==> config.mk <==
export PLATFORM = sky130hd
export DESIGN_NAME = tag_store
export DESIGN_NICKNAME = d
export VERILOG_FILES = /design/src/icache_pkg.sv /design/src/tag_store.sv
export SDC_FILE = /design/constraint.sdc
export NUM_CORES = 2
export LEC_CHECK = 0
export BUFFER_PORTS_ARGS = -buffer_cell sky130_fd_sc_hd__buf_2
export CAP_MARGIN = 20
export CORE_MARGIN = 4
export CORE_UTILIZATION = 35
export CTS_BUF_LIST = sky130_fd_sc_hd__clkbuf_16
export DETAILED_ROUTE_END_ITERATION = 12
export SLEW_MARGIN = 10
export SYNTH_ARGS = -nofsm -noshare
export SYNTH_HDL_FRONTEND = slang
export SYNTH_SLANG_ARGS = --single-unit
==> constraint.sdc <==
create_clock -name clk -period 4 [get_ports clk]
set_input_delay 0.6 -clock clk [delete_from_list [all_inputs] [get_ports clk]]
set_output_delay 0.6 -clock clk [all_outputs]
set_load 0.05 [all_outputs]
==> src/icache_pkg.sv <==
package icache_pkg;

	// cache geometry
	localparam int num_ways = 4;
	localparam int num_sets = 16;
	localparam int tag_bits = 22;
	localparam int beats_per_line = 8;
	localparam int rows_per_way = 64;
	// row index width of one line sram
	localparam int row_bits = $clog2(rows_per_way);

	// read burst fields, one line per burst
	localparam logic [7:0] axi_len_line = 8'd7;
	// 8 bytes per beat
	localparam logic [2:0] axi_size_dword = 3'b011;
	localparam logic [1:0] axi_burst_incr = 2'b01;

	// fetch address, read as tag/set/offset for lookup
	// and as row/word for sram access and word select
	typedef union packed {
		struct packed {
			logic [21:0] tag;
			logic [3:0] set;
			logic [5:0] offset;
		} lookup;
		struct packed {
			logic [21:0] upper;
			logic [5:0] row;
			// instruction within the 128-bit row
			logic [1:0] word;
			logic [1:0] byte_off;
		} store;
	} fetch_addr_u;

endpackage

==> src/tag_store.sv <==
`timescale 1ns/1ps

// per-way tag and valid arrays with parallel compare
module tag_store #(
	parameter int num_ways = icache_pkg::num_ways,
	parameter int num_sets = icache_pkg::num_sets,
	parameter int tag_bits = icache_pkg::tag_bits
) (
	input logic clk,
	input logic rst,
	input icache_pkg::fetch_addr_u lookup_addr,
	input logic fill,
	input icache_pkg::fetch_addr_u fill_addr,
	input logic [num_ways-1:0] victim,
	input logic inval,
	input logic [31:0] inval_addr,
	output logic [num_ways-1:0] hit_way
);
	import icache_pkg::*;

	logic [tag_bits-1:0] tag_q [num_ways][num_sets];
	logic [num_sets-1:0] valid_q [num_ways];
	fetch_addr_u inv_u;
	logic [num_ways-1:0] inval_match;
	logic fill_killed;

	assign inv_u = inval_addr;

	// lookup, all ways at once
	always_comb begin
		for (int w = 0; w < num_ways; w++) begin
			hit_way[w] = valid_q[w][lookup_addr.lookup.set] &&
				(tag_q[w][lookup_addr.lookup.set] == lookup_addr.lookup.tag);
		end
	end

	// store address against resident lines
	always_comb begin
		for (int w = 0; w < num_ways; w++) begin
			inval_match[w] = valid_q[w][inv_u.lookup.set] &&
				(tag_q[w][inv_u.lookup.set] == inv_u.lookup.tag);
		end
	end

	// store to the very line being filled, fill must not go valid
	assign fill_killed = inval && (fill_addr.lookup.tag == inv_u.lookup.tag) &&
		(fill_addr.lookup.set == inv_u.lookup.set);

	// valid bits, invalidate has the last word
	always_ff @(posedge clk) begin
		if (rst) begin
			for (int w = 0; w < num_ways; w++) begin
				valid_q[w] <= '0;
			end
		end else begin
			for (int w = 0; w < num_ways; w++) begin
				if (fill && victim[w]) begin
					valid_q[w][fill_addr.lookup.set] <= !fill_killed;
				end
				if (inval && inval_match[w]) begin
					valid_q[w][inv_u.lookup.set] <= 1'b0;
				end
			end
		end
	end

	// tags, written with the last beat
	always_ff @(posedge clk) begin
		for (int w = 0; w < num_ways; w++) begin
			if (fill && victim[w]) begin
				tag_q[w][fill_addr.lookup.set] <= fill_addr.lookup.tag;
			end
		end
	end

	// a line is never resident in two ways
	a_hit_onehot: assert property (@(posedge clk) disable iff (rst) $onehot0(hit_way))
		else $error("tag_store: hit_way %b not one-hot", hit_way);

endmodule

# [Word level (Yosys, flattened, before mapping)]
# Memory sizes are Yosys's and may differ from the RTL's.
# Index checks and enable logic that the tools add are counted.
[op_classes] order_cmp=9 eq_ne=10 n_mux=204 bitwise=131 n_reduce_logical=22
[op_table] cell="$mux 352" n=4
[op_table] cell="$bmux 22 s4" n=8
[op_table] cell="$mux 22" n=17
[op_table] cell="$eq 22x22->1" n=9
[op_table] cell="$mux 1" n=156
[op_table] cell="$mux 16" n=8
[op_table] cell="$or 1x1->1" n=128
[op_table] cell="$demux 22 s4" n=1
[op_table] cell="$bmux 1 s4" n=8
[op_table] cell="$logic_and 1x1->1" n=21
[op_table] cell="$ge 5x5->1 const B" n=3
[op_table] cell="$lt 4x5->1 const B" n=3
[op_table] cell="$not 4->5" n=3
[op_table] cell="$demux 1 s4" n=2
[op_table] cell="$ge 4x1->1 const B" n=2
[op_table] cell="$lt 5x1->1 const B" n=1
[op_table] cell="$eq 4x4->1" n=1
[op_table] cell="$logic_not 1->1" n=1
[word_totals] ff_bits=0 ram_bits=1472 elab_cells=378 memories=2
[memory_table] name="tag_q" depth=4 word_bits=352 read_ports=4 rd_clocked_by_memory_dff=0 write_ports=4 line="tag_store.sv:21" source="logic [tag_bits-1:0] tag_q [num_ways][num_sets];"
[memory_table] name="valid_q" depth=4 word_bits=16 read_ports=4 rd_clocked_by_memory_dff=0 write_ports=4 line="tag_store.sv:22" source="logic [num_sets-1:0] valid_q [num_ways];"

# [Logic depth before layout (Yosys ltp)]
[depth] word_depth=11 ltp_mapped=17 ltp_nobuf=8

# [Worst setup path after synthesis]
# Ideal clock, no wire load.
[synth_timing] path_type="input -> output" start="input lookup_addr[6] (netlist bit)" end="output hit_way[0]" t_arrival_ps=5611 required_ps=3400 slack_ps=-2211 path_stages=11 cell_sequence="buf_2 buf_2 buf_2 buf_2 buf_2 mux4_2 mux2i_1 o22ai_1 nor4_1 a41oi_1 a2111oi_0"
[synth_via] elab_chain_len=6
[synth_rtl] item="from (decl)" line="tag_store.sv:11" source="input icache_pkg::fetch_addr_u lookup_addr,"
[synth_rtl] item="$not 4->5 (not written as such)" line="tag_store.sv:33" source="(tag_q[w][lookup_addr.lookup.set] == lookup_addr.lookup.tag);"
[synth_rtl] item="$bmux 22 s4" line="tag_store.sv:33"
[synth_rtl] item="$mux 22 (not written as such) (2 in a row)" line="tag_store.sv:33"
[synth_rtl] item="$eq 22x22->1" line="tag_store.sv:33"
[synth_rtl] item="$logic_and 1x1->1 (*)" line="tag_store.sv:32" source="hit_way[w] = valid_q[w][lookup_addr.lookup.set] &&"
[synth_rtl] item="to (decl)" line="tag_store.sv:17" source="output logic [num_ways-1:0] hit_way"
# Mark *: on every way between the ends. The rest lies on a longest branch, timed or not. The select of a mux whose other input is x is not followed.

==> impl_results.md <==
- Run status: complete, but fails checks
- Failing checks: negative setup slack
- Worst r2r src: tag_q[3][288]$_DFFE_PP_
- Maximum fanout along the worst path: 2
- YS warnings: 0
- Flip-flop and latch count after synthesis: approximately 1500
- Capturing point of the worst reg2reg path: valid_q[3][4]$_SDFFCE_PP0P_
- Final critical delay including setup and external delays: 4.35 ns
- Leakage power total: 0.0292 uW
- Number of setup violations in the final report: 4
- Data arrival time of the worst path: 3.75 ns
- Worst reg2reg setup slack: 0.26 ns
- CP max stage delay: 0.53 ns
- WHS Path Cells: 1
- Number of I/O port buffers: approximately 90
- Average wire per cell in the routed design: 37.9 um
- Overall power consumption: between 30000 and 40000 uW
- CORE AREA: 0.207 mm2
- Fraction of layout cells with a size suffix above 1: 0.379
- Largest net degree at the start of global routing: 66
- Most used standard cell by instance count after synthesis: sky130_fd_sc_hd__edfxtp_1
- Final critical-path setup slack: -0.353 ns
- Die Footprint: 0.216 mm2
- Worst Setup SP: tag_q[0][185]$_DFFE_PP_
- Ranking of synthesized cells by area: sky130_fd_sc_hd__edfxtp_1, sky130_fd_sc_hd__mux4_2, sky130_fd_sc_hd__mux2i_1
- Vias in the first global route: 46966
- TritonCTS clock tree: yes
- Routed vias: a little under 50000
- Worst clock skew: 0.0359 ns
- Die boundary width: between 400 and 500 um
- H-tree levels: 4
- Number of ports placed on the die boundary: between 100 and 150
- Setup repair after global routing missed its margin: true
- Overall fraction of global-route tracks in use: 0.260
- Cell chain of the critical path: mux4_2 -> mux4_2 -> xnor2_1 -> nand4_1 -> a2111oi_2 -> buf_4 -> o21ai_2 -> a2111oi_4 -> buf_4 -> buf_12
- Proportion of register bits with asynchronous set or reset after synthesis: 0
- Type of element launching the critical path: flop
- P&R area growth vs syn: 20.1%
- Detailed Routing Iterations Pass 1: 8
- Average footprint of a synthesized cell: 17.8 um2
- CTS Hold Buffers Added: 0
- Filler instances: 18271
- Worst Min Path Start: fill_addr[28]
- Number of flops mapped to enable cells by yosys: 1472
- Slew Limit Fails: 0
- Most common flop cell mapped by yosys: sky130_fd_sc_hd__edfxtp_1
- Measured slew at the worst slew-check pin: 1.19 ns
- Clock tree root driver cell: sky130_fd_sc_hd__clkbuf_16
- CTS Buf Count: 163
- Type of the tightest min-delay check: input port to flop
- Highest Clock Rate: around 0.23 GHz
- R2R depth: 9
- Aggregate global routing overflow: 0
- Max_cap viols: 0
- Kind of cell adding the most delay to the critical path: multiplexers
- Hold EP: tag_q[0][40]$_DFFE_PP_
- Summed negative setup slack over all endpoints: -1.11 ns
- Drt first-iter violations: approximately 8000
- Count of endpoints failing hold in the final timing report: 0
- Maximum clock insertion buffer count: 3
- Sinks on Clock Net: 1472
- Cell type contributing the most total cell area after synthesis: sky130_fd_sc_hd__edfxtp_1
- CP bufs+invs: 3
- Total wirelength of the detailed-routed design: approximately 290 mm
- Required time at the worst-slack endpoint: 3.40 ns
- Peak VDD IR: 0.489 mV
- Post-Syn Area: 0.0731 mm2
- Starting density of the core: 0.352
- Remaining max-slew budget at the tightest pin: 0.184
- Ratio of final minimum period to clock period: 1.09
- Number of antenna violations at the first check in global routing: 16
- Worst Setup End Kind: output pin
- Drt drc: 0
- Cell type of the slowest stage on the worst timing path: sky130_fd_sc_hd__mux4_2
- Rows: between 150 and 200
- Y dimension of the die: ~460 um
- Vias per cell: 6.35
- Area share of the largest cell type after synthesis: 0.605
- Final core utilization: 0.423
- Final weighted congestion in routability-driven placement: a little over 1
- Top post-synthesis cells by count: sky130_fd_sc_hd__edfxtp_1, sky130_fd_sc_hd__mux4_2, sky130_fd_sc_hd__mux2i_1
- Minimum hold slack: 0.186 ns
- Total Nets Final: 4777
- Type of the setup path with the least slack: flop to output pin
- Register clock-pin slew on the reported worst setup and hold paths: 0.06 ns
- Detailed placement HPWL: 196 mm
- First-pass GRT wire length: a little under 400 mm
- Seq/Total Area, Yosys: 0.605
- Count of distinct cell types in the synthesized netlist: 86
- Number of instances in the synthesized netlist: 4115
- Power density relative to cell area: 417 mW/mm2
- Insertion delay to the later sink of the worst-skew pair: 0.84 ns
- Final antenna-violating net count: 0
- Net count after synthesis: 4219
power breakdown:
group	switching (uW)	internal [uW]	total (uW)
Sequential	107	17200	17300
Clock	6460	8330	14800
Combinational	2670	1860	4520
Total	9230	27400	36600
final cells by class:
cell class / instances / area [um2] / area share
inverters: 27 / 104 / 0.00118
flip-flops and latches: 1472 / 44200 / 0.504
clock buffers: 164 / 4100 / 0.0468
diodes: 8 / 20.0 / 0.000228
multi-input cells: 2286 / 27800 / 0.317
well taps: 2788 / 3490 / 0.0398
repair buffers: 723 / 6910 / 0.0788
clock inverters: 130 / 1070 / 0.0122
placed cells by master, fill, tap and decap left out, types with 60 or more instances in the layout:
master	Yosys	routed
sky130_fd_sc_hd__o21ai_0	86	85
sky130_fd_sc_hd__nor2_4	0	65
sky130_fd_sc_hd__nor2_1	193	125
sky130_fd_sc_hd__buf_12	0	100
sky130_fd_sc_hd__buf_4	45	515
sky130_fd_sc_hd__buf_2	95	78
sky130_fd_sc_hd__clkbuf_16	0	169
sky130_fd_sc_hd__edfxtp_1	1472	1472
sky130_fd_sc_hd__a22oi_1	77	77
sky130_fd_sc_hd__mux2i_1	316	303
sky130_fd_sc_hd__xnor2_1	128	122
sky130_fd_sc_hd__a21oi_1	63	60
sky130_fd_sc_hd__mux4_2	695	695
sky130_fd_sc_hd__nand2_1	165	162
state kept, by name, summed over array words and instances (netlist names):
signal	flops
tag_q	1408
valid_q	64
logic make-up after synthesis:
| family | share of synthesized area |
|---|---|
| buf+inv | 0.0253 |
| xor+xnor | 0.0211 |
| compound gates | 0.0505 |
| simple gates | 0.0348 |
| mux | 0.263 |
| flops | 0.605 |
metrics by stage:
stage	instances	instance area, um2	setup slack [ns]
floorplan	4115	73300	-0.00359
global placement	7245	81600	-0.739
detailed placement	7245	81600	-0.637
CTS	7558	87200	-0.379
global route	7595	87700	-0.452
finish	7598	87700	-0.353
worst max-delay path by stage:
stage / endpoint / slack, ns / depth (start not counted)
after floorplan: hit_way[2] / -0.004 / 9
after global placement: hit_way[3] / -0.74 / 14
after detailed placement: hit_way[3] / -0.64 / 14
after CTS: hit_way[2] / -0.38 / 7
after global routing: hit_way[0] / -0.45 / 10
final: hit_way[0] / -0.35 / 10
routing by layer:
metal | up-vias | GRT usage | wire [um]
met5 | - | 0 | 15
met4 | 2 | 0.144 | 18700
met3 | 656 | 0.0709 | 35100
met2 | 3574 | 0.388 | 128000
met1 | 25485 | 0.346 | 107000
li1 | 18495 | - | -
worst reg2reg max path, delay by kind of cell, from the launching register on:
family                 cells  cell delay (ns)
muxes                      1             0.25
and+or+nand+nor            5             1.43
AOI/OAI and AO/OA          2             1.22
buffers and inverters      1             0.19
DFF                        1             0.37
what timing repair did:
action	in CTS	in global routing
gates cloned	3	5
endpoints found under the hold margin	0	0
endpoints found under the setup margin	4	4
gates resized for setup	42	30
setup buffers	17	27
pin swaps	14	11
No activity file was read; power rests on OpenSTA's default activity.
