## config.mk

```make
export PLATFORM = sky130hd
export DESIGN_NAME = hit_return
export DESIGN_NICKNAME = d
export VERILOG_FILES = /design/src/icache_pkg.sv /design/src/hit_return.sv
export SDC_FILE = /design/constraint.sdc
export NUM_CORES = 1
export LEC_CHECK = 0
export ABC_AREA = 0
export BUFFER_PORTS_ARGS = -buffer_cell sky130_fd_sc_hd__buf_2
export CORE_AREA = 2 2 226 228
export DETAILED_ROUTE_END_ITERATION = 8
export DIE_AREA = 0 0 228 230
export PLACE_DENSITY = 0.3
export SLEW_MARGIN = 20
export SYNTH_ARGS = -nofsm -noshare
export SYNTH_HDL_FRONTEND = slang
export SYNTH_SLANG_ARGS = --single-unit
```

## constraint.sdc

```tcl
create_clock -name clk -period 1.3 [get_ports clk]
set_clock_uncertainty 0.15 [all_clocks]
set_input_delay 0.13 -clock clk [delete_from_list [all_inputs] [get_ports clk]]
set_output_delay 0.13 -clock clk [all_outputs]
set_load 0.02 [all_outputs]
```

## src/icache_pkg.sv

```systemverilog
package icache_pkg;

	// cache geometry
	localparam int num_ways = 4;
	localparam int num_sets = 16;
	localparam int tag_bits = 22;
	localparam int beats_per_line = 8;
	localparam int rows_per_way = 64;
	// row index width of one line sram
	localparam int row_bits = $clog2(rows_per_way);

	// read burst fields, one line per burst
	localparam logic [7:0] axi_len_line = 8'd7;
	// 8 bytes per beat
	localparam logic [2:0] axi_size_dword = 3'b011;
	localparam logic [1:0] axi_burst_incr = 2'b01;

	// fetch address, read as tag/set/offset for lookup
	// and as row/word for sram access and word select
	typedef union packed {
		struct packed {
			logic [21:0] tag;
			logic [3:0] set;
			logic [5:0] offset;
		} lookup;
		struct packed {
			logic [21:0] upper;
			logic [5:0] row;
			// instruction within the 128-bit row
			logic [1:0] word;
			logic [1:0] byte_off;
		} store;
	} fetch_addr_u;

endpackage

```

## src/hit_return.sv

```systemverilog
`timescale 1ns/1ps

// answer stage, one cycle after an accepted hit
module hit_return #(
	parameter int num_ways = icache_pkg::num_ways
) (
	input logic clk,
	input logic rst,
	input logic flush,
	input logic accept,
	input icache_pkg::fetch_addr_u addr,
	input logic [num_ways-1:0] hit_way,
	input logic [127:0] dout0,
	input logic [127:0] dout1,
	input logic [127:0] dout2,
	input logic [127:0] dout3,
	output logic [31:0] inst,
	output logic ready,
	output logic hit
);

	logic [num_ways-1:0] way_q;
	logic [1:0] word_q;
	logic [3:0][127:0] dout_all;
	logic [127:0] row_sel;

	assign dout_all = {dout3, dout2, dout1, dout0};

	// level for the fetch stage
	assign hit = accept;

	// flush drops a pending answer
	always_ff @(posedge clk) begin
		if (rst || flush) begin
			ready <= 1'b0;
			way_q <= '0;
		end else begin
			ready <= accept;
			way_q <= accept ? hit_way : '0;
		end
	end

	// word select follows the accepted address
	always_ff @(posedge clk) begin
		if (accept) begin
			word_q <= addr.store.word;
		end
	end

	// one-hot way mux, zero when nothing pending
	always_comb begin
		row_sel = '0;
		for (int w = 0; w < num_ways; w++) begin
			if (way_q[w]) begin
				row_sel = row_sel | dout_all[w];
			end
		end
	end

	assign inst = row_sel[{word_q, 5'b0} +: 32];

endmodule

```

* Word-level counts from Yosys, hierarchy flattened
Index checks and enable logic that the tools add are counted.
** Cells by class
- Shift operators :: 1
- Muxes and demuxes :: 4
- Bitwise operators :: 4
- Reductions and logical operators :: 2
** Operators with widths (count)
- 2-to-1 mux 128 bit :: 4
- bitwise OR 128 bit :: 3
- variable part select 128 x 8 -> 32 bit :: 1
- OR reduction 2 bit :: 1
- logical OR 1 bit :: 1
- NOT 1 bit :: 1
** Storage, ports and cells
- Register bits :: 7

* Longest topological paths before layout
Gate-level depths: netlist (run 1).
- Depth in word-level cells :: 8
- Gate-level depth with buffers :: 6
- Depth with buffers taken out :: 4

* Worst setup path after synthesis (run 1)
No wires, ideal clock.
- Path type :: reg2out
- From :: register word_q[1]
- To :: output port inst[30]
- Data arrival time :: 1.226 ns
- Required time :: 1.020 ns
- Slack :: -0.206 ns
- Stages on the path, launching flop included :: 6
- Cell sequence :: edfxtp_1 -> and2b_1 -> clkbuf_2 -> and3_1 -> a21oi_1 -> and3_1
** On the way
- Word-level cells in the longest chain between the ends :: 1
** Ends and longest elaborated chain
- from (decl) :: line hit_return.sv:23 : logic [1:0] word_q;
- from (signal assigned) :: line hit_return.sv:46 : word_q <= addr.store.word;
- variable part select 128 x 8 -> 32 bit :: line hit_return.sv:60 : assign inst = row_sel[{word_q, 5'b0} +: 32];
- to (decl) :: line hit_return.sv:17 : output logic [31:0] inst,
No other way between the ends.

* Worst setup path after layout (run 1)
- From :: register word_q[0]
- To :: output port inst[20]
Same word-level chain as after synthesis.

==> results of run 1 <==
[stage by stage]
stage / instance area (um^2) / util (%) / std cells
floorplan: 3578 / - / 501
global placement: 7849 / 15.74 / 1769
detailed placement: 7849 / 15.74 / 1769
CTS: 8499 / 17.05 / 1787
global route: 8882 / 17.81 / 1794
finish: 8882 / 17.81 / 1794
[registers in the layout, summed over array words and instances (netlist names)]
| signal | count |
|---|---|
| way_q | 4 |
| ready | 1 |
| word_q | 2 |
[power breakdown]
part           switching, W  internal (W)  total [W]
registers         0.0000134      0.000230   0.000244
clock network      0.000128      0.000404   0.000533
logic               0.00135       0.00168    0.00303
total               0.00150       0.00231    0.00381
[placed cells by master (no fill, tap or decap), types with 2 or more instances in the layout]
master,Yosys,final
dfxtp_4,0,4
buf_8,0,4
a21oi_4,0,2
and3_4,0,44
a22oi_1,224,220
and3_1,64,12
a21oi_2,0,24
buf_4,10,90
buf_2,45,526
a21oi_1,32,6
buf_12,0,24
nand3_1,64,61
a221oi_2,0,14
buf_6,11,29
and3_2,0,8
dlygate4sd3_1,0,7
a221oi_1,32,18
clkbuf_16,0,7
and2_1,4,4
a22oi_2,0,4
edfxtp_1,2,2
nand3_2,0,3
[final cells by class]
class	instances	area (um^2)	share of cell area, %
multi-input cells	425	3381	38.06
repair buffers	686	4405	49.60
clock inverters	1	5.005	0.05635
flip-flops and latches	7	175.2	1.972
clock buffers	3	75.07	0.8452
well taps	672	840.8	9.466
[Yosys cell counts]
| cell type | n | area share (%) |
|---|---|---|
| a21oi_1 | 32 | 4.6 |
| a221oi_1 | 32 | 8.0 |
| a22oi_1 | 224 | 48 |
| and2_1 | 4 | 0.72 |
| and2b_1 | 1 | 0.21 |
| and3_1 | 64 | 11 |
| buf_2 | 45 | 6.4 |
| buf_4 | 10 | 2.1 |
| buf_6 | 11 | 3.5 |
| clkbuf_1 | 1 | 0.11 |
| clkbuf_2 | 2 | 0.29 |
| dfxtp_1 | 5 | 2.9 |
| edfxtp_1 | 2 | 1.7 |
| nand2_1 | 1 | 0.11 |
| nand3_1 | 64 | 9.2 |
| nor2_1 | 1 | 0.11 |
| nor2b_1 | 1 | 0.18 |
| nor3b_1 | 1 | 0.21 |
[repair_timing]
action                                  in CTS  in global routing
hold endpoints to repair                     7                  0
gates resized for setup                     97                 60
cloned                                       2                  4
buffers inserted                             7                  3
endpoints found under the setup margin      32                 32
hold buffers                                 7                  0
pin swaps                                    7                  6
[worst max-delay path, cell delays in order, from the launching register on]
cell and delay, ps:
edfxtp_1 430, and2b_2 300, buf_12 170, and3_1 180
a21oi_2 40, buf_4 140, and3_2 170, buf_4 150
[routing by layer]
layer | track usage [%] | wire length [um] | up-vias
li1 | - | - | 3396
met1 | 14.52 | 14600 | 3440
met2 | 22.04 | 17570 | 368
met3 | 1.860 | 2052 | 36
met4 | 2.757 | 908 | 0
met5 | 0 | 0 | -
[cells by family (layout without fill, tap and decap cells)]
logic type,count (synthesis),in the layout,share of synthesized area (%)
buffers and inverters,69,690,12.53
flip-flops,7,7,4.583
AO/OA/AOI/OAI,288,288,60.72
AND/OR/NAND/NOR,137,137,22.16
[worst min-delay path by stage]
stage	start	slack [ps]	endpoint	cells after the start
after floorplan	addr[2]	80	word_q[0]	0
after global placement	flush	160	ready	2
after detailed placement	addr[3]	160	word_q[1]	1
after CTS	accept	10	word_q[0]	1
after global routing	accept	30	word_q[0]	1
final	accept	10	word_q[0]	1
==> run_results.csv, run 1 <==
group,metric,value,unit
outcome,status,"finished, violations left",
outcome,violations,"setup timing",
power,power.density,428.8,nW/um^2
die,dieArea,52440,um^2
global_route,antenna_found_initial,0,
routing,drt-vias-per-instance,4.036,
sta,setup_tns,-23550,ps
logic_synthesis,synth_nets,1053,
global_route,overflow,0,
routing,wire_per_inst,19.58,um
die,die_h,230,um
critical_path,end_kind,"output port",
placement,pre_cts_ws,-613.4,ps
sta,holdWs,11.88,ps
global_route,grt_pass1_vias,7874,
logic_synthesis,synth_cell_types,18,
cells_and_area,nFillCells,5781,
global_route,grt_max_degree,37,
clock_tree,htree_num_levels,1,
die,start_util,7.008,%
sta,min_period,2112,ps
power,vdd_drop_max,0.0004379,V
logic_synthesis,synth_seq_cells,7,
sta,hold_viol,0,
placement,gp_congestion,0.9388,
routing,dr.first_iter.drc_count,284,
critical_path,startpoint,"word_q[0]",
logic_synthesis,synth_area,3495,um^2
global_route,track_usage,11.97,%
routing,drtAntennaViolNets,0,
logic_synthesis,yosysWarnings,0,
placement,portBuffers,555,
critical_path,path_max_fanout,11,
critical_path,cp.required,1020,ps
power,p_leak,3.945,nW
critical_path,critical_path.endpoint,"inst[20]",
sta,setup_violations,32,
sta,tightest_slew,397.2,ps
sta,fmax,0.4735,GHz
routing,post-route-drc-count,0,
worst_hold_path,worstHoldPathType,"in2reg",
clock_tree,cts_tree,"yes",
sta,relSlewSlack,73.52,%
critical_path,critPathKind,"reg2out",
clock_tree,cts.clk_slew.worst_paths,40,ps
clock_tree,cts_buffer_depth,2,
die,io_pins,586,
die,die_x,228,um
flow_run,cap_violations,0,
sta,slew_violations,0,
die,core-area,49860,um^2
global_route,grt_first_pass_wirelength,48.49,mm
logic_synthesis,synth-seq-area-share,4.583,%
critical_path,cp-start-kind,"flop",
clock_tree,cts_buffers,3,
power,report.power.total,0.003809,W
sta,fin_ws,-811.8,ps
clock_tree,cts_num_sinks,7,
sta,rsz0062_at_grt,"yes",
routing,drt-pass1-iter-count,5,
routing,routed_wl,35.13,mm
sta,timing.final.crit_share,162.4,%
cells_and_area,diodes,0,
cells_and_area,nets,1675,
cells_and_area,drive_gt1_share,70.41,%
die,rows,82,
placement,dpl.hpwl,28.67,mm
critical_path,arrival,1830,ps
logic_synthesis,synth_cells,501,
routing,route.vias.total,7240,
cells_and_area,area_growth,154.2,%
clock_tree,cts_root_buffer,"clkbuf_16",
logic_synthesis,syn_avg_cell_area,6.975,um^2
(Power assumes the default switching activity.)
==> run 2, diff against run 1 <==
--- a/config.mk
+++ b/config.mk
@@ -7,7 +7,7 @@
 export LEC_CHECK = 0
 export ABC_AREA = 0
 export BUFFER_PORTS_ARGS = -buffer_cell sky130_fd_sc_hd__buf_2
-export CORE_AREA = 2 2 226 228
+export CORE_AREA = 5 5 223 225
 export DETAILED_ROUTE_END_ITERATION = 8
 export DIE_AREA = 0 0 228 230
 export PLACE_DENSITY = 0.3
==> constraint.sdc (replaced) <==
create_clock -name clk -period 2.2 [get_ports clk]
set_clock_uncertainty 0.15 [all_clocks]
set_input_delay 0.22 -clock clk [delete_from_list [all_inputs] [get_ports clk]]
set_output_delay 0.22 -clock clk [all_outputs]
set_load 0.02 [all_outputs]
==> run 2 against run 1 <==
  * Non-clock buffer count decreased by 57
  * First-iteration DRC count grew 19%
  * Core utilization down 1.4 points
  * Clock power decreased by 43%
  * The run now ends clean
  * Hold slack improved by 6.0 ps
  * Sequential power shrank 41%
  * Cell count decreased by 6.3%
==> run_results.csv, run 2 (synthesis gave the netlist of run 1 again) <==
group,metric,value,unit
outcome,status,"completed",
worst_hold_path,worstHoldPathType,"in2reg",
cells_and_area,final_cell_count_no_fill,1681,
cells_and_area,largest_reg_flops,4,
power,report.power.total,0.001882,W
cells_and_area,top_register,"way_q",
sta,slew_violations,0,
cells_and_area,layout_commonest_cell,"buf_2",
clock_tree,cts.clk_slew.worst_paths,30,ps
die,start_util,7.381,%
routing,wire_per_inst,20.32,um
die,die_x,228,um
power,p_leak,3.562,nW
cells_and_area,final_cell_mix,"buf_2 (552), a22oi_1 (223), nand3_1 (64)",
global_route,antenna_found_initial,2,
critical_path,cpPeakStageDelay,410,ps
sta,relSlewSlack,72.12,%
critical_path,path_cells,"and2b_2 > buf_12 > and3_1 > a21oi_1 > buf_4 > and3_1 > buf_4",
routing,dr.first_iter.drc_count,339,
sta,setup_tns,0,ps
cells_and_area,postLayoutCellArea,7747,um^2
critical_path,cp.required,1830,ps
cells_and_area,nFillCells,5499,
clock_tree,cts_buffers,3,
sta,fmax,0.4603,GHz
placement,gp_congestion,0.8456,
critical_path,cp-start-kind,"flop",
clock_tree,cts_buffer_depth,2,
routing,route.vias.total,7128,
global_route,overflow,0,
power,vdd_drop_max,0.0001920,V
global_route,grt_max_degree,56,
placement,dpl.hpwl,27.35,mm
placement,dp.cells,1661,
die,dieArea,52440,um^2
cells_and_area,drive_gt1_share,61.31,%
die,io_pins,586,
die,die_h,230,um
clock_tree,cts_tree,"yes",
critical_path,crit_slowest_cell,"edfxtp_1",
power,power.density,242.9,nW/um^2
global_route,grt_pass1_vias,7561,
critical_path,end_kind,"output port",
cells_and_area,area_growth,121.7,%
critical_path,timing.critical_path.buf_inv,3,
die,core-area,47350,um^2
placement,place_area,7268,um^2
clock_tree,htree_num_levels,1,
clock_tree,cts_hold_buf,0,
sta,min_period,2173,ps
routing,drt-pass1-iter-count,5,
cells_and_area,reg_top3,"way_q (4), word_q (2), ready (1)",
sta,timing.final.crit_share,98.76,%
clock_tree,cts_root_buffer,"clkbuf_16",
critical_path,critPathTopFamily,"simple AND/OR/NAND/NOR gates",
critical_path,path_max_fanout,16,
sta,rsz0062_at_grt,"yes",
die,rows,80,
critical_path,critPathKind,"reg2out",
sta,hold_viol,0,
global_route,track_usage,11.19,%
routing,drtAntennaViolNets,0,
sta,tightest_slew,417.3,ps
cells_and_area,nets,1618,
routing,routed_wl,34.16,mm
placement,portBuffers,555,
clock_tree,cts_num_sinks,7,
flow_run,cap_violations,0,
global_route,grt_first_pass_wirelength,46.55,mm
routing,drt-vias-per-instance,4.240,
routing,post-route-drc-count,0,
sta,setup_violations,0,
sta,holdWs,17.92,ps
critical_path,arrival,1800,ps
-- run 2: layout make-up --
| type | count | area (um^2) | area share, % |
|---|---|---|---|
| diodes | 1 | 2.502 | 0.03230 |
| clock buffers | 4 | 78.83 | 1.017 |
| multi-input cells | 425 | 2982 | 38.49 |
| flip-flops and latches | 7 | 175.2 | 2.261 |
| well taps | 615 | 769.5 | 9.932 |
| repair buffers | 629 | 3740 | 48.27 |
-- run 2: per-stage QoR --
stage | setup slack [ps] | util [%]
after global routing | -36.76 | 16.36
after CTS | 2.885 | 15.58
after detailed placement | 157.4 | 15.35
after global placement | 168.0 | 15.35
after floorplan | 604.4 | -
final | 27.37 | 16.36
-- run 2: repair_timing --
item	4_1_cts	5_1_grt
endpoints found under the setup margin	6	24
pin swaps	0	1
gates cloned	0	5
setup buffers	0	10
gates resized for setup	7	28
-- run 2: where the power goes --
part | leakage [nW] | switching, W | internal (W) | total [W]
Sequential | 0.0634 | 0.00000864 | 0.000136 | 0.000145
Clock | 0.0382 | 0.0000650 | 0.000241 | 0.000306
Combinational | 3.46 | 0.000712 | 0.000719 | 0.00143
-- run 2: layer usage --
| metal | vias to the layer above | share of wire (%) | GRT usage, % |
|---|---|---|---|
| li1 | 3275 | - | - |
| met1 | 3373 | 40 | 13.40 |
| met2 | 432 | 50 | 20.60 |
| met3 | 46 | 7.1 | 1.925 |
| met4 | 2 | 2.8 | 3.044 |
| met5 | - | 0.020 | 0 |
-- run 2: worst paths after layout --
check,from,end,cells past startpoint
min,addr[3],word_q[1],1
max,word_q[1],inst[15],7
