File: src/icache_pkg.sv
package icache_pkg;

	// cache geometry
	localparam int num_ways = 4;
	localparam int num_sets = 16;
	localparam int tag_bits = 22;
	localparam int beats_per_line = 8;
	localparam int rows_per_way = 64;
	// row index width of one line sram
	localparam int row_bits = $clog2(rows_per_way);

	// read burst fields, one line per burst
	localparam logic [7:0] axi_len_line = 8'd7;
	// 8 bytes per beat
	localparam logic [2:0] axi_size_dword = 3'b011;
	localparam logic [1:0] axi_burst_incr = 2'b01;

	// fetch address, read as tag/set/offset for lookup
	// and as row/word for sram access and word select
	typedef union packed {
		struct packed {
			logic [21:0] tag;
			logic [3:0] set;
			logic [5:0] offset;
		} lookup;
		struct packed {
			logic [21:0] upper;
			logic [5:0] row;
			// instruction within the 128-bit row
			logic [1:0] word;
			logic [1:0] byte_off;
		} store;
	} fetch_addr_u;

endpackage

File: src/sram_port_if.sv
`timescale 1ns/1ps

// shared request lines of the four line srams
interface sram_port_if #(
	parameter int num_ways = icache_pkg::num_ways
);
	import icache_pkg::*;

	// one enable per way, enabled way acts on next edge
	logic [num_ways-1:0] en;
	logic we;
	// set bit = write that bit
	logic [127:0] bwe;
	logic [row_bits-1:0] row;
	logic [127:0] wdata;

	// controller side
	modport ctrl (output en, we, bwe, row, wdata);

	// memory side
	modport mem (input en, we, bwe, row, wdata);

endinterface

File: src/refill_ctrl.sv
`timescale 1ns/1ps

// idle/refill fsm, read address channel and sram requests
module refill_ctrl #(
	parameter int num_ways = icache_pkg::num_ways
) (
	input logic clk,
	input logic rst,
	input icache_pkg::fetch_addr_u addr,
	input logic valid,
	input logic [num_ways-1:0] hit_way,
	input logic arready,
	input logic [63:0] rdata,
	input logic rlast,
	input logic rvalid,
	output logic [31:0] araddr,
	output logic [7:0] arlen,
	output logic [2:0] arsize,
	output logic [1:0] arburst,
	output logic arvalid,
	output logic rready,
	output logic fill,
	output icache_pkg::fetch_addr_u fill_addr,
	output logic [num_ways-1:0] victim,
	output logic accept,
	sram_port_if.ctrl sram
);
	import icache_pkg::*;

	localparam logic st_idle = 1'b0;
	localparam logic st_refill = 1'b1;
	localparam int beat_bits = $clog2(beats_per_line);

	logic state_q;
	logic [beat_bits-1:0] beat_q;
	logic [num_ways-1:0] rotor_q;
	fetch_addr_u line_q;
	logic idle;

	assign idle = (state_q == st_idle);

	// hit answered from sram, miss asks the bus
	assign accept = idle && valid && (hit_way != '0);
	assign arvalid = idle && valid && (hit_way == '0);

	// line-aligned burst
	assign araddr = {addr.lookup.tag, addr.lookup.set, 6'b0};
	assign arlen = axi_len_line;
	assign arsize = axi_size_dword;
	assign arburst = axi_burst_incr;
	// beats never stalled
	assign rready = 1'b1;

	// tag update with the last beat
	assign fill = !idle && rvalid && rlast;
	assign fill_addr = line_q;
	assign victim = rotor_q;

	always_ff @(posedge clk) begin
		if (rst) begin
			state_q <= st_idle;
			beat_q <= '0;
			rotor_q <= num_ways'(1);
		end else if (idle) begin
			beat_q <= '0;
			// rotor only moves while idle
			rotor_q <= {rotor_q[num_ways-2:0], rotor_q[num_ways-1]};
			if (arvalid && arready) begin
				state_q <= st_refill;
			end
		end else if (rvalid) begin
			beat_q <= beat_q + 1'b1;
			if (rlast) begin
				state_q <= st_idle;
			end
		end
	end

	// line address kept for the whole burst
	always_ff @(posedge clk) begin
		if (arvalid && arready) begin
			line_q <= addr;
		end
	end

	// sram request, read of the hit way or beat write into the victim
	always_comb begin
		if (idle) begin
			sram.en = hit_way & {num_ways{valid}};
			sram.we = 1'b0;
			sram.row = addr.store.row;
		end else begin
			sram.en = victim & {num_ways{rvalid}};
			sram.we = rvalid;
			// two beats per row
			sram.row = {line_q.lookup.set, beat_q[beat_bits-1:1]};
		end
		// even beat low half, odd beat high half
		sram.bwe = beat_q[0] ? {{64{1'b1}}, {64{1'b0}}} : {{64{1'b0}}, {64{1'b1}}};
		sram.wdata = {2{rdata}};
	end

	// memory only answers an accepted burst
	a_rvalid_in_refill: assert property (@(posedge clk) disable iff (rst)
		rvalid |-> state_q == st_refill)
		else $error("refill_ctrl: rvalid outside refill");

	// burst ends after exactly one line
	a_rlast_count: assert property (@(posedge clk) disable iff (rst)
		rvalid && rlast |-> beat_q == beat_bits'(beats_per_line - 1))
		else $error("refill_ctrl: rlast on beat %0d", beat_q);

endmodule

File: src/flat_wrapper.sv
// flat-port wrapper written by rule: the top's interface ports become plain ports
module refill_ctrl_flat import icache_pkg::*;
#(
	parameter int num_ways = icache_pkg::num_ways
)
  (clk, rst, addr, valid, hit_way, arready, rdata, rlast, rvalid, araddr, arlen, arsize, arburst, arvalid, rready, fill, fill_addr, victim, accept, sram_en, sram_we, sram_bwe, sram_row, sram_wdata);
  sram_port_if #(.num_ways(num_ways)) sram_i ();
  input logic clk;
  input logic rst;
  input icache_pkg::fetch_addr_u addr;
  input logic valid;
  input logic [num_ways-1:0] hit_way;
  input logic arready;
  input logic [63:0] rdata;
  input logic rlast;
  input logic rvalid;
  output logic [31:0] araddr;
  output logic [7:0] arlen;
  output logic [2:0] arsize;
  output logic [1:0] arburst;
  output logic arvalid;
  output logic rready;
  output logic fill;
  output icache_pkg::fetch_addr_u fill_addr;
  output logic [num_ways-1:0] victim;
  output logic accept;
  output wire logic [$bits(sram_i.en)-1:0] sram_en;
  output wire logic [$bits(sram_i.we)-1:0] sram_we;
  output wire logic [$bits(sram_i.bwe)-1:0] sram_bwe;
  output wire logic [$bits(sram_i.row)-1:0] sram_row;
  output wire logic [$bits(sram_i.wdata)-1:0] sram_wdata;
  assign sram_en = sram_i.en;
  assign sram_we = sram_i.we;
  assign sram_bwe = sram_i.bwe;
  assign sram_row = sram_i.row;
  assign sram_wdata = sram_i.wdata;
  refill_ctrl #(.num_ways(num_ways)) u_core (.clk(clk), .rst(rst), .addr(addr), .valid(valid), .hit_way(hit_way), .arready(arready), .rdata(rdata), .rlast(rlast), .rvalid(rvalid), .araddr(araddr), .arlen(arlen), .arsize(arsize), .arburst(arburst), .arvalid(arvalid), .rready(rready), .fill(fill), .fill_addr(fill_addr), .victim(victim), .accept(accept), .sram(sram_i));
endmodule
File: config.mk
export PLATFORM = sky130hd
export DESIGN_NAME = refill_ctrl_flat
export DESIGN_NICKNAME = d
export VERILOG_FILES = /design/src/icache_pkg.sv /design/src/sram_port_if.sv /design/src/refill_ctrl.sv /design/src/flat_wrapper.sv
export SDC_FILE = /design/constraint.sdc
export NUM_CORES = 1
export LEC_CHECK = 0
export BUFFER_PORTS_ARGS = -buffer_cell sky130_fd_sc_hd__clkbuf_2
export CAP_MARGIN = 15
export CORE_AREA = 10 10 170 172
export DETAILED_ROUTE_END_ITERATION = 16
export DIE_AREA = 0 0 180 182
export PLACE_DENSITY_LB_ADDON = 0.12
export SLEW_MARGIN = 0
export SYNTH_ARGS = -nofsm -noshare
export SYNTH_HDL_FRONTEND = slang
export SYNTH_SLANG_ARGS = --single-unit
export TNS_END_PERCENT = 1
File: constraint.sdc
create_clock -name clk -period 3.14 [get_ports clk]
set_input_delay 0.471 -clock clk [delete_from_list [all_inputs] [get_ports clk]]
set_output_delay 0.471 -clock clk [all_outputs]
set_load 0.02 [all_outputs]
[After elaboration in Yosys (flattened, before gate mapping)]
Index checks and enable logic that the tools add are counted.
W data, S select, Z words.
Word-level totals
  flip-flop bits (word level): 40
  latch bits: 0
  bits in writable memories: 0
  memory bits (read-only): 0
  input port bits: 106
  memories: 0
Operators by class
  add/subtract/negate cells: 1
  multiply operators: 0
  div/mod/pow operators: 0
  magnitude comparators: 0
  equal/unequal tests: 0
  shifts and indexed selects: 0
  muxes and demuxes: 8
  bitwise gates (word level): 3
  reductions and logical operators: 9
Operators with widths (number)
  $mux W128: 1
  $and A4 B4 Y4: 2
  $logic_and A1 B1 Y1: 6
  $mux W6: 1
  $mux W1: 5
  $logic_not A4 Y1: 1
  $mux W4: 1
  $reduce_bool A4 Y1: 1
  $add A3 B1 Y3 const B: 1
  $reduce_or A2 Y1: 1
  $not A1 Y1: 1

[Longest topological paths before layout]
Gate-level depths: netlist of the first run.
  depth after elaboration: 6
  gate-level depth with buffers: 4

[Worst setup path after synthesis of the first run]
OpenSTA, ideal clock, no wires.
  kind: register -> output
  start: register u_core.beat_q[0]
  end: output sram_bwe[10]
  data arrival time: 2971 ps
  data required time: 2669 ps
  setup slack: -302 ps
  stages on the path, launching flop included: 3
  path buffers: 1
  path through: dfxtp_1 inv_1 buf_4
Between the ends
  longest elaborated chain between the ends: 1
RTL lines
  start, declared: line refill_ctrl.sv:35  | logic [beat_bits-1:0] beat_q;
  start signal, assigned: line refill_ctrl.sv:72  | beat_q <= beat_q + 1'b1;
  $mux W128: line refill_ctrl.sv:99  | sram.bwe = beat_q[0] ? {{64{1'b1}}, {64{1'b0}}} : {{64{1'b0}}, {64{1'b1}}};
  end, declared: line flat_wrapper.sv:29  | output wire logic [$bits(sram_i.bwe)-1:0] sram_bwe;
Every way passes these cells.

[Worst setup path in the final report of the first run]
  start: register u_core.state_q
  end: output sram_row[1]
Between the ends
  longest elaborated chain between the ends: 1
RTL lines
  start, declared: line refill_ctrl.sv:34  | logic state_q;
  start signal, assigned: line refill_ctrl.sv:61  | state_q <= st_idle;
  start signal, assigned: line refill_ctrl.sv:69  | state_q <= st_refill;
  start signal, assigned: line refill_ctrl.sv:74  | state_q <= st_idle;
  $mux W6: line refill_ctrl.sv:88  | if (idle) begin
  end, declared: line flat_wrapper.sv:30  | output wire logic [$bits(sram_i.row)-1:0] sram_row;
Every way passes these cells.

==> results of run 1 <==
where the power goes:
group | switching (mW) | internal, mW | leakage [nW]
registers | 0.00503 | 0.580 | 0.354
logic | 0.117 | 0.0532 | 1.21
clock network | 0.211 | 0.294 | 0.0679
kinds of logic after synthesis:
| logic type | count (synthesis) | share of synthesized area |
|---|---|---|
| AO/OA/AOI/OAI | 9 | 0.02348 |
| XOR/XNOR | 1 | 0.002349 |
| adder cells (fa/ha/maj) | 1 | 0.003354 |
| buffers and inverters | 305 | 0.6122 |
| flip-flops | 40 | 0.3006 |
| multiplexers | 10 | 0.02885 |
| other | 2 | 0.002013 |
| AND/OR/NAND/NOR | 18 | 0.02718 |
critical path, stage by stage (launching register included):
cell	delay [ns]
dfxtp_1	0.33
buf_4	0.25
mux2_2	0.39
clkbuf_2	0.17
Yosys cell counts (2+ instances only):
master / instances
buf_4: 303
edfxtp_1: 32
dfxtp_1: 8
nor2_1: 7
mux2_2: 6
mux2i_1: 4
nand2b_1: 3
a21bo_2: 2
a22o_1: 2
a32o_1: 2
and3_1: 2
conb_1: 2
nor2b_1: 2
per-layer routing:
metal	global-route usage	vias up
met1	0.04640	789
met5	0	-
met3	0.05308	38
li1	-	849
met4	0.03308	0
met2	0.08542	244
worst paths after layout:
path / start / end / slack (ns) / depth (start not counted)
setup / recovery: u_core.state_q$_SDFF_PP0_ / sram_row[1] / 1.24 / 3
hold / removal: addr[13] / u_core.fill_addr[13]$_DFFE_PP_ / 0.37 / 1
setup reg to reg: u_core.state_q$_SDFF_PP0_ / u_core.fill_addr[2]$_DFFE_PP_ / 1.35 / 2
hold reg to reg: u_core.beat_q[1]$_SDFFE_PP0P_ / u_core.beat_q[1]$_SDFFE_PP0P_ / 0.55 / 2
state kept, by name, indices dropped and copies added (netlist names):
name	cells
u_core.beat_q	3
u_core.fill_addr	32
u_core.state_q	1
u_core.victim	4
cell usage in the layout (no fill, tap or decap), drive strengths merged:
master and count:
conb 20, xnor2 1, a211o 1, nor2b 2, nand2b 3, mux2i 4
a32o 2, a21bo 2, nor4 1, buf 3, and3 2, clkinv 1
and2 1, ha 1, nand3b 1, or4 1, dfxtp 8, mux2 6
a21oi 1, a22o 2, inv 1, o32ai 1, clkbuf 252, nor2 7
edfxtp 32
stage by stage:
stage          instance area (sq um)  setup WS [ns]  hold WS, ns
5_1_grt                         3326          1.077       0.3627
6_report                        3326          1.242       0.3721
3_3_place_gp                    3188         0.9483       0.5190
3_5_place_dp                    3188         0.9103       0.5398
2_1_floorplan                   3799         0.4995       0.4814
4_1_cts                         3326          1.170       0.3615
cell type report:
| cell class | count | area (sq um) | area share |
|---|---|---|---|
| inverter | 1 | 3.754 | 0.001129 |
| sequential | 40 | 1122 | 0.3375 |
| clock buffer | 7 | 132.6 | 0.03988 |
| tap | 335 | 419.2 | 0.1260 |
| timing repair buffer | 248 | 1249 | 0.3755 |
| multi-input combinational | 59 | 394.1 | 0.1185 |
| clock inverter | 1 | 5.005 | 0.001505 |
==> insert_results.sql, run 1 <==
INSERT INTO impl_metrics (metric_group, metric, value, unit) VALUES
('power', 'power', '1.260', 'mW'),
('finish', 'final_cells', '691', ''),
('finish', 'drive_above_1_share', '0.7472', ''),
('yosys', 'area_of_the_mapped_netlist', '3730', 'sq um'),
('worst_setup_path', 'timing_worst_setup_path_type', 'reg -> out', ''),
('route', 'vias', '1920', ''),
('clock_tree', 'cts_repair_resize_count', '0', ''),
('sta', 'post-route-period-util', '0.6046', ''),
('yosys', 'edff_count_synth', '32', ''),
('route', 'dr.first_iter.drc_count', '46', ''),
('finish', 'finalCoreUtilization', '0.1298', ''),
('clock_tree', 'ctsHtreeMaxLevel', '2', ''),
('route', 'met1_length', '3031', 'um'),
('yosys', 'synthArstFlopShare', '0', ''),
('floorplan', 'die_h', '182', 'um'),
('yosys', 'ys.flop_type', 'edfxtp_1', ''),
('sta', 'max_freq', '0.5267', 'GHz'),
('finish', 'fillers', '2912', ''),
('clock_tree', 'cts_inserted_buffers', '5', ''),
('worst_setup_path', 'worstSetupStartpointType', 'flip-flop', ''),
('global_route', 'globalRouteOverflowTotal', '0', ''),
('finish', 'design.final.nets', '462', ''),
('sta', 'timing.setup.tns', '0', 'ns'),
('power', 'leakagePower', '1.636', 'nW'),
('flow_run', 'number_of_violations_of_the_max_capacitance_limit', '0', ''),
('global_route', 'grt.total_usage', '0.05583', ''),
('run_status', 'status', 'finished clean', ''),
('sta', 'unrepaired_setup_endpoints_after_global_routing', 'no', ''),
('yosys', 'yosysTopAreaCellShare', '0.6099', ''),
('global_route', 'wire_length_of_the_first_global_routing_pass', '14260', 'um'),
('floorplan', 'initial_utilization', '0.1456', ''),
('clock_tree', 'insertion_delay', '0.28', 'ns'),
('clock_tree', 'tritoncts_num_sinks', '40', ''),
('worst_hold_path', 'hp-class', 'in -> reg', ''),
('global_route', 'largest_net_degree_at_the_start_of_global_routing', '67', ''),
('global_route', 'via_count_of_the_first_global_routing_pass', '2149', ''),
('placed_design', 'routabilityCongestion', '0.6554', ''),
('placed_design', 'portBuffers', '245', ''),
('route', 'wl_per_cell', '14.47', 'um'),
('clock_tree', 'cts_max_path_buffers', '2', ''),
('yosys', 'postSynthAreaPerCell', '9.663', 'sq um'),
('yosys', 'synth.distinct_cells', '24', ''),
('floorplan', 'fp_rows', '59', ''),
('clock_tree', 'cts.reportedPaths.clkPinSlew', '0.06', 'ns'),
('clock_tree', 'cts_hold_repair.buffers', '0', ''),
('yosys', 'yosys_warnings', '0', ''),
('floorplan', 'placeable_core_region', '25620', 'sq um'),
('route', 'total_routed_wirelength', '9998', 'um'),
('global_route', 'antenna_found_initial', '0', ''),
('route', 'top_layer_used_by_detailed_routing', 'met4', ''),
('clock_tree', 'tritoncts_clock_tree', 'yes', ''),
('route', 'drtAntennaViolNets', '0', ''),
('sta', 'timing.final.max_slew_violations', '0', ''),
('placed_design', 'cell_count_post_placement', '683', ''),
('worst_setup_path', 'worstPathRequired', '2.67', 'ns'),
('sta', 'report.final.hold_viol_count', '0', ''),
('route', 'drtPass1Iterations', '4', ''),
('worst_setup_path', 'worstPathArrival', '1.43', 'ns'),
('sta', 'period_needed', '1.898', 'ns'),
('sta', 'clock-skew-final', '0.004930', 'ns'),
('finish', 'syn2layout_area_growth', '-10.84', '%'),
('floorplan', 'die_width', '180', 'um'),
('placed_design', 'dp_hpwl', '8499', 'um'),
('power', 'peakVddDrop', '0.1935', 'mV'),
('yosys', 'synth-seq-area-share', '0.3006', ''),
('clock_tree', 'clk_root_buffer_cell', 'clkbuf_16', ''),
('floorplan', 'top_level_ports', '458', ''),
('route', 'routed-wl-met2', '4414', 'um'),
('sta', 'number_of_endpoints_failing_setup_at_the_final_stage', '0', ''),
('yosys', 'syn-instance-count', '386', ''),
('yosys', 'synth_top_area_cell', 'buf_4', ''),
('yosys', 'synth-seq-cells', '40', ''),
('route', 'wl_met3', '2103', 'um'),
('route', 'detail_route.vias_per_cell', '2.779', ''),
('route', 'post-route-drc-count', '0', ''),
('sta', 'tightest_slew', '0.8647', 'ns'),
('worst_setup_path', 'setup.worst_path.end_class', 'output pin', ''),
('power', 'cellPowerDensity', '379.0', 'nW/um^2'),
('clock_tree', 'post_cts_buffers', '0', ''),
('worst_setup_path', 'path_max_fanout', '18', ''),
('sta', 'timing.slew.headroom', '0.4235', ''),
('yosys', 'netlist_top_cells_area', 'buf_4 (61%), edfxtp_1 (26%), dfxtp_1 (4.3%)', ''),
('finish', 'num_antenna_cells', '0', ''),
('floorplan', 'die-area', '32760', 'sq um');
Note: power is estimated with default switching activity, not from simulation.
==> run 2, diff against run 1 <==
--- a/config.mk
+++ b/config.mk
@@ -5,6 +5,7 @@
 export SDC_FILE = /design/constraint.sdc
 export NUM_CORES = 1
 export LEC_CHECK = 0
+export ABC_AREA = 1
 export BUFFER_PORTS_ARGS = -buffer_cell sky130_fd_sc_hd__clkbuf_2
 export CAP_MARGIN = 15
 export CORE_AREA = 10 10 170 172
==> constraint.sdc (replaced) <==
create_clock -name clk -period 1.54 [get_ports clk]
set_input_delay 0.231 -clock clk [delete_from_list [all_inputs] [get_ports clk]]
set_output_delay 0.231 -clock clk [all_outputs]
set_load 0.02 [all_outputs]
==> insert_results.sql, run 2 <==
INSERT INTO impl_metrics (metric_group, metric, value, unit) VALUES
('yosys', 'postSynthAreaPerCell', '9.088', 'sq um'),
('yosys', 'ys.flop_type', 'edfxtp_1', ''),
('route', 'wl_per_cell', '14.19', 'um'),
('global_route', 'antenna_found_initial', '0', ''),
('yosys', 'edff_count_synth', '32', ''),
('clock_tree', 'clk_root_buffer_cell', 'clkbuf_16', ''),
('global_route', 'grtUsageMet2', '0.08036', ''),
('yosys', 'yosysTopAreaCellShare', '0.6064', ''),
('sta', 'max_freq', '0.6980', 'GHz'),
('global_route', 'largest_net_degree_at_the_start_of_global_routing', '65', ''),
('sta', 'period_needed', '1.433', 'ns'),
('global_route', 'wire_length_of_the_first_global_routing_pass', '14480', 'um'),
('worst_setup_path', 'worstPathBufferInverterCount', '2', ''),
('global_route', 'grt.met3_usage', '0.06680', ''),
('worst_setup_path', 'timing_worst_setup_path_type', 'reg -> out', ''),
('finish', 'flip_flop_count_of_the_largest_register_after_layout', '32', ''),
('worst_hold_path', 'hold_start', 'addr[2]', ''),
('global_route', 'via_count_of_the_first_global_routing_pass', '2305', ''),
('finish', 'layout_common_cells', 'clkbuf_2 (242), edfxtp_1 (32), nand2_1 (26), conb_1 (20), o21ai_0 (9)', ''),
('power', 'cellPowerDensity', '803.0', 'nW/um^2'),
('power', 'leakagePower', '1.717', 'nW'),
('finish', 'num_antenna_cells', '0', ''),
('floorplan', 'initial_utilization', '0.1455', ''),
('placed_design', 'dp_hpwl', '8878', 'um'),
('yosys', 'synth.cells.most_frequent', 'buf_4 (301), edfxtp_1 (32), nand2_1 (26)', ''),
('worst_hold_path', 'hp-class', 'in -> reg', ''),
('global_route', 'met1_usage_grt', '0.04727', ''),
('sta', 'timing.final.ws_setup', '0.1072', 'ns'),
('finish', 'final_common_cell', 'clkbuf_2', ''),
('route', 'dr.first_iter.drc_count', '62', ''),
('floorplan', 'die-area', '32760', 'sq um'),
('worst_setup_path', 'timing.critical_path.slowest_cell_delay', '0.40', 'ns'),
('finish', 'design.final.nets', '490', ''),
('placed_design', 'portBuffers', '245', ''),
('worst_setup_path', 'crit_path_top_delay_cell', 'dfxtp_4', ''),
('finish', 'drive_above_1_share', '0.6979', ''),
('clock_tree', 'insertion_delay', '0.29', 'ns'),
('route', 'detail_route.vias_per_cell', '2.805', ''),
('yosys', 'syn-instance-count', '410', ''),
('worst_hold_path', 'holdPathEnd', 'u_core.fill_addr[2]$_DFFE_PP_', ''),
('route', 'vias', '2017', ''),
('placed_design', 'dpl_worst_slack', '0.02875', 'ns'),
('flow_run', 'number_of_violations_of_the_max_capacitance_limit', '0', ''),
('clock_tree', 'cts_inserted_buffers', '5', ''),
('placed_design', 'routabilityCongestion', '0.7997', ''),
('floorplan', 'fp_rows', '59', ''),
('floorplan', 'die_width', '180', 'um'),
('floorplan', 'die_h', '182', 'um'),
('yosys', 'post-synth-top-count-cell', 'buf_4', ''),
('route', 'drtAntennaViolNets', '0', ''),
('worst_setup_path', 'rr_startpoint', 'u_core.state_q$_SDFF_PP0_', ''),
('sta', 'number_of_endpoints_failing_setup_at_the_final_stage', '0', ''),
('global_route', 'grt.total_usage', '0.05668', ''),
('sta', 'timing.final.max_slew_violations', '0', ''),
('worst_setup_path', 'timing.rr.end', 'u_core.fill_addr[11]$_DFFE_PP_', ''),
('floorplan', 'placeable_core_region', '25620', 'sq um'),
('power', 'peakVddDrop', '0.4978', 'mV'),
('worst_setup_path', 'worstPathArrival', '1.20', 'ns'),
('run_status', 'status', 'finished clean', ''),
('worst_setup_path', 'worstPathCellList', 'inv_8, nand2_4, a21oi_2, clkbuf_4', ''),
('sta', 'post-route-period-util', '0.9304', ''),
('finish', 'syn2layout_area_growth', '-7.690', '%'),
('worst_setup_path', 'path_max_fanout', '14', ''),
('sta', 'report.final.hold_viol_count', '0', ''),
('clock_tree', 'ctsHtreeMaxLevel', '2', ''),
('clock_tree', 'cts_max_path_buffers', '2', ''),
('route', 'total_routed_wirelength', '10210', 'um'),
('clock_tree', 'tritoncts_clock_tree', 'yes', ''),
('yosys', 'synth.distinct_cells', '16', ''),
('yosys', 'synth-seq-area-share', '0.3009', ''),
('worst_setup_path', 'r2r_slack', '0.15', 'ns'),
('global_route', 'globalRouteOverflowTotal', '0', ''),
('yosys', 'area_of_the_mapped_netlist', '3726', 'sq um'),
('worst_setup_path', 'worstPathRequired', '1.31', 'ns'),
('clock_tree', 'tritoncts_num_sinks', '40', ''),
('finish', 'final_cells', '719', ''),
('global_route', 'busiest_layer', 'met2', ''),
('clock_tree', 'cts.reportedPaths.clkPinSlew', '0.07', 'ns'),
('sta', 'clock-skew-final', '0.005034', 'ns'),
('worst_setup_path', 'critical_path.top_delay_family', 'flip-flops', ''),
('route', 'drtPass1Iterations', '6', ''),
('route', 'post-route-drc-count', '0', ''),
('yosys', 'synthArstFlopShare', '0', ''),
('floorplan', 'top_level_ports', '458', ''),
('worst_setup_path', 'setup.worst_path.end_class', 'output pin', ''),
('yosys', 'yosys_warnings', '0', ''),
('yosys', 'synth_top_area_cell', 'buf_4', ''),
('worst_hold_path', 'worstHoldPathCells', '1', ''),
('placed_design', 'cell_count_post_placement', '709', ''),
('sta', 'unrepaired_setup_endpoints_after_global_routing', 'no', ''),
('worst_setup_path', 'worstSetupStartpointType', 'flip-flop', ''),
('worst_setup_path', 'rr_worst_depth', '4', ''),
('yosys', 'netlist_top_cells_area', 'buf_4 (61%), edfxtp_1 (26%), dfxtp_1 (4.3%)', ''),
('yosys', 'synth-seq-cells', '40', '');
==> run 2: cell families after synthesis <==
kind of cell,synth area share
and+or+nand+nor,0.04835
adders and majority gates,0.003357
AOI/OAI and AO/OA,0.02283
DFF,0.3009
other,0.002016
buffers and inverters,0.6226
==> run 2: through the flow <==
| stage | utilization | total power [mW] | TNS (ns) | instance area, sq um | hold WS (ns) |
|---|---|---|---|---|---|
| 3_5_place_dp | 0.1266 | 1.563 | 0 | 3243 | 0.4134 |
| 5_1_grt | 0.1343 | 2.888 | 0 | 3440 | 0.1003 |
| 2_1_floorplan | - | 1.976 | -46.81 | 3812 | 0.3001 |
| 4_1_cts | 0.1337 | 2.816 | 0 | 3425 | 0.1009 |
| 6_report | 0.1343 | 2.762 | 0 | 3440 | 0.1099 |
| 3_3_place_gp | 0.1266 | 1.568 | 0 | 3243 | 0.4087 |
==> run 2: area by class of cell <==
| class | instances | area, sq um |
|---|---|---|
| clock buffer | 5 | 125.1 |
| clock inverter | 3 | 46.29 |
| fill | 2923 | 22180 |
| inverter | 8 | 41.29 |
| multi-input combinational | 77 | 367.9 |
| sequential | 40 | 1129 |
| tap | 335 | 419.2 |
| timing repair buffer | 251 | 1311 |
==> run 2: how the worst max path moves through the flow <==
| stage | startpoint | end | slack (ns) | cells after the start |
|---|---|---|---|---|
| final | u_core.state_q$_SDFF_PP0_ | accept | 0.11 | 4 |
| after global routing | u_core.state_q$_SDFF_PP0_ | sram_en[0] | 0.02 | 3 |
| after CTS | u_core.beat_q[0]$_SDFFE_PP0P_ | sram_bwe[43] | 0.004 | 3 |
| after detailed placement | u_core.state_q$_SDFF_PP0_ | u_core.fill_addr[11]$_DFFE_PP_ | 0.03 | 4 |
| after global placement | u_core.state_q$_SDFF_PP0_ | u_core.fill_addr[28]$_DFFE_PP_ | 0.05 | 4 |
| after floorplan | u_core.beat_q[0]$_SDFFE_PP0P_ | sram_bwe[10] | -0.57 | 2 |
==> run 2: layer usage <==
metal,up-vias,wire length [um]
met5,-,0
met4,0,198
met3,20,2667
met2,252,4343
met1,840,2995
li1,905,-
==> run 2: timing repair <==
item                       in CTS  in global routing
hold buffers                    0                  0
gates resized for setup         4                  3
setup endpoints to repair      14                 60
buffers inserted                0                  2
==> run 2: power by group <==
group	total, mW	switching [mW]	internal (mW)
clock network	1.23	0.457	0.770
logic	0.351	0.249	0.103
registers	1.18	0.00895	1.17
total	2.76	0.715	2.05
==> run 3, diff against run 2 <==
==> constraint.sdc (replaced) <==
create_clock -name clk -period 1.54 [get_ports clk]
set_input_delay 0.231 -clock clk [delete_from_list [all_inputs] [get_ports clk]]
set_output_delay 0.231 -clock clk [all_outputs]
set_load 0.01 [all_outputs]
==> insert_results.sql, run 3 (synthesis results as in run 2) <==
INSERT INTO impl_metrics (metric_group, metric, value, unit) VALUES
('run_status', 'status', 'finished clean', ''),
('power', 'leakagePower', '1.724', 'nW'),
('placed_design', 'portBuffers', '245', ''),
('finish', 'finalCoreUtilization', '0.1344', ''),
('sta', 'timing.final.max_slew_violations', '0', ''),
('sta', 'report.final.hold_viol_count', '0', ''),
('route', 'total_routed_wirelength', '10100', 'um'),
('clock_tree', 'tritoncts_num_sinks', '40', ''),
('finish', 'syn2layout_area_growth', '-7.589', '%'),
('clock_tree', 'cts_max_path_buffers', '2', ''),
('clock_tree', 'clk_root_buffer_cell', 'clkbuf_16', ''),
('floorplan', 'placeable_core_region', '25620', 'sq um'),
('finish', 'sequential_cell_area', '1129', 'sq um'),
('flow_run', 'number_of_violations_of_the_max_capacitance_limit', '0', ''),
('sta', 'period_needed', '1.463', 'ns'),
('worst_setup_path', 'timing.critical_path.slowest_cell_delay', '0.38', 'ns'),
('route', 'dr.first_iter.drc_count', '36', ''),
('finish', 'final_common_cell', 'clkbuf_2', ''),
('global_route', 'wire_length_of_the_first_global_routing_pass', '14350', 'um'),
('clock_tree', 'post_cts_buffers', '0', ''),
('finish', 'drive_above_1_share', '0.6997', ''),
('sta', 'post-route-period-util', '0.9498', ''),
('placed_design', 'routabilityCongestion', '0.7265', ''),
('sta', 'clock-skew-final', '0.005713', 'ns'),
('finish', 'final_cell_area', '3443', 'sq um'),
('power', 'switching_share', '0.2369', ''),
('worst_setup_path', 'r2r_slack', '0.21', 'ns'),
('finish', 'num_antenna_cells', '0', ''),
('finish', 'design.final.nets', '489', ''),
('clock_tree', 'ctsHtreeMaxLevel', '2', ''),
('finish', 'flip_flop_count_of_the_largest_register_after_layout', '32', ''),
('power', 'power_frac_comb', '0.102', ''),
('clock_tree', 'tritoncts_clock_tree', 'yes', ''),
('finish', 'fillers', '2906', ''),
('clock_tree', 'cts_inserted_buffers', '5', ''),
('route', 'detail_route.vias_per_cell', '2.766', ''),
('power', 'cellInternalPower', '2.047', 'mW'),
('power', 'peakVddDrop', '0.5210', 'mV'),
('placed_design', 'dp_hpwl', '8769', 'um'),
('worst_setup_path', 'worstPathRequired', '1.31', 'ns'),
('worst_setup_path', 'worstPathArrival', '1.23', 'ns'),
('worst_setup_path', 'critical_path.top_delay_family', 'flip-flops', ''),
('route', 'drtPass1Iterations', '4', ''),
('finish', 'area_of_combinational_cells_with_multiple_inputs', '372.9', 'sq um'),
('global_route', 'largest_net_degree_at_the_start_of_global_routing', '67', ''),
('sta', 'timing.final.ws_setup', '0.07734', 'ns'),
('worst_setup_path', 'worstSetupStartpointType', 'flip-flop', ''),
('floorplan', 'die_width', '180', 'um'),
('worst_hold_path', 'hp-class', 'in -> reg', ''),
('route', 'post-route-drc-count', '0', ''),
('global_route', 'antenna_found_initial', '0', ''),
('global_route', 'globalRouteOverflowTotal', '0', ''),
('clock_tree', 'insertion_delay', '0.29', 'ns'),
('floorplan', 'fp_rows', '59', ''),
('worst_setup_path', 'crit_path_top_delay_cell', 'dfxtp_4', ''),
('floorplan', 'die_h', '182', 'um'),
('route', 'vias', '1986', ''),
('worst_setup_path', 'worstPathCellList', 'inv_8, nand2_4, a21oi_1, clkbuf_2', ''),
('sta', 'max_freq', '0.6837', 'GHz'),
('global_route', 'via_count_of_the_first_global_routing_pass', '2255', ''),
('global_route', 'grt.total_usage', '0.05590', ''),
('power', 'seqPwrFrac', '0.441', ''),
('worst_setup_path', 'worstPathBufferInverterCount', '2', ''),
('worst_setup_path', 'setup.worst_path.end_class', 'output pin', ''),
('power', 'power', '2.682', 'mW'),
('power', 'cellPowerDensity', '779.0', 'nW/um^2'),
('clock_tree', 'cts.reportedPaths.clkPinSlew', '0.07', 'ns'),
('finish', 'layout_common_cells', 'clkbuf_2 (244), edfxtp_1 (32), nand2_1 (26), conb_1 (20), o21ai_0 (8)', ''),
('power', 'power.net_switching', '0.6353', 'mW'),
('floorplan', 'die-area', '32760', 'sq um'),
('worst_setup_path', 'path_max_fanout', '9', ''),
('sta', 'final_worst_hold_slack', '0.1126', 'ns'),
('floorplan', 'initial_utilization', '0.1455', ''),
('sta', 'unrepaired_setup_endpoints_after_global_routing', 'no', ''),
('sta', 'number_of_endpoints_failing_setup_at_the_final_stage', '0', ''),
('worst_setup_path', 'timing_worst_setup_path_type', 'reg -> out', ''),
('route', 'drtAntennaViolNets', '0', ''),
('floorplan', 'top_level_ports', '458', ''),
('placed_design', 'place_area', '3251', 'sq um'),
('power', 'share_clk_of_total_power', '0.457', ''),
('clock_tree', 'cts_hold_repair.buffers', '0', ''),
('placed_design', 'dpl_worst_slack', '0.1035', 'ns'),
('route', 'wl_per_cell', '14.07', 'um');
run 3: cell types whose count changed in the layout (fill, tap and decap cells not counted), sizes merged:
cell and change:
buf -2, clkinv +2, clkbuf +1, clkinvlp -1
inv -1
run 3: layout make-up:
class | count | area share
Clock buffer | 5 | 0.03634
Clock inverter | 3 | 0.01381
Inverter | 8 | 0.01199
Multi-Input combinational cell | 77 | 0.1083
Sequential cell | 40 | 0.3278
Tap cell | 335 | 0.1217
Timing Repair Buffer | 250 | 0.3801
run 3: layer usage:
| metal | up-vias | GRT usage | wire (um) |
|---|---|---|---|
| met1 | 810 | 0.04923 | 3232 |
| li1 | 908 | - | - |
| met5 | - | 0 | 0 |
| met3 | 20 | 0.06143 | 2423 |
| met4 | 0 | 0.02448 | 196 |
| met2 | 248 | 0.07976 | 4246 |
run 3: through the flow:
stage                     instances  TNS, ns
final                           718        0
after global routing            718        0
after global placement          710        0
after CTS                       718        0
after detailed placement        710        0
after floorplan                 428   -42.71
run 3: worst paths after layout:
| path | cells past startpoint | from | to |
|---|---|---|---|
| hold / removal | 1 | addr[0] | u_core.fill_addr[0]$_DFFE_PP_ |
| setup reg to reg | 4 | u_core.state_q$_SDFF_PP0_ | u_core.fill_addr[11]$_DFFE_PP_ |
| hold reg to reg | 2 | u_core.victim[2]$_SDFFE_PP0N_ | u_core.victim[3]$_SDFFE_PP0N_ |
| setup / recovery | 4 | u_core.state_q$_SDFF_PP0_ | accept |
run 3: timing repair:
item | CTS | global route
endpoints found under the setup margin | 8 | 4
pin swaps | 0 | 0
gates cloned | 0 | 0
gates resized for setup | 3 | 6
run 3: power groups by stage:
stage	sequential, mW	combinational (mW)	clock, mW
after global placement	1.21	0.281	0
final	1.18	0.273	1.23
after CTS	1.18	0.277	1.27
after floorplan	1.21	0.539	0
after global routing	1.18	0.304	1.32
after detailed placement	1.21	0.276	0
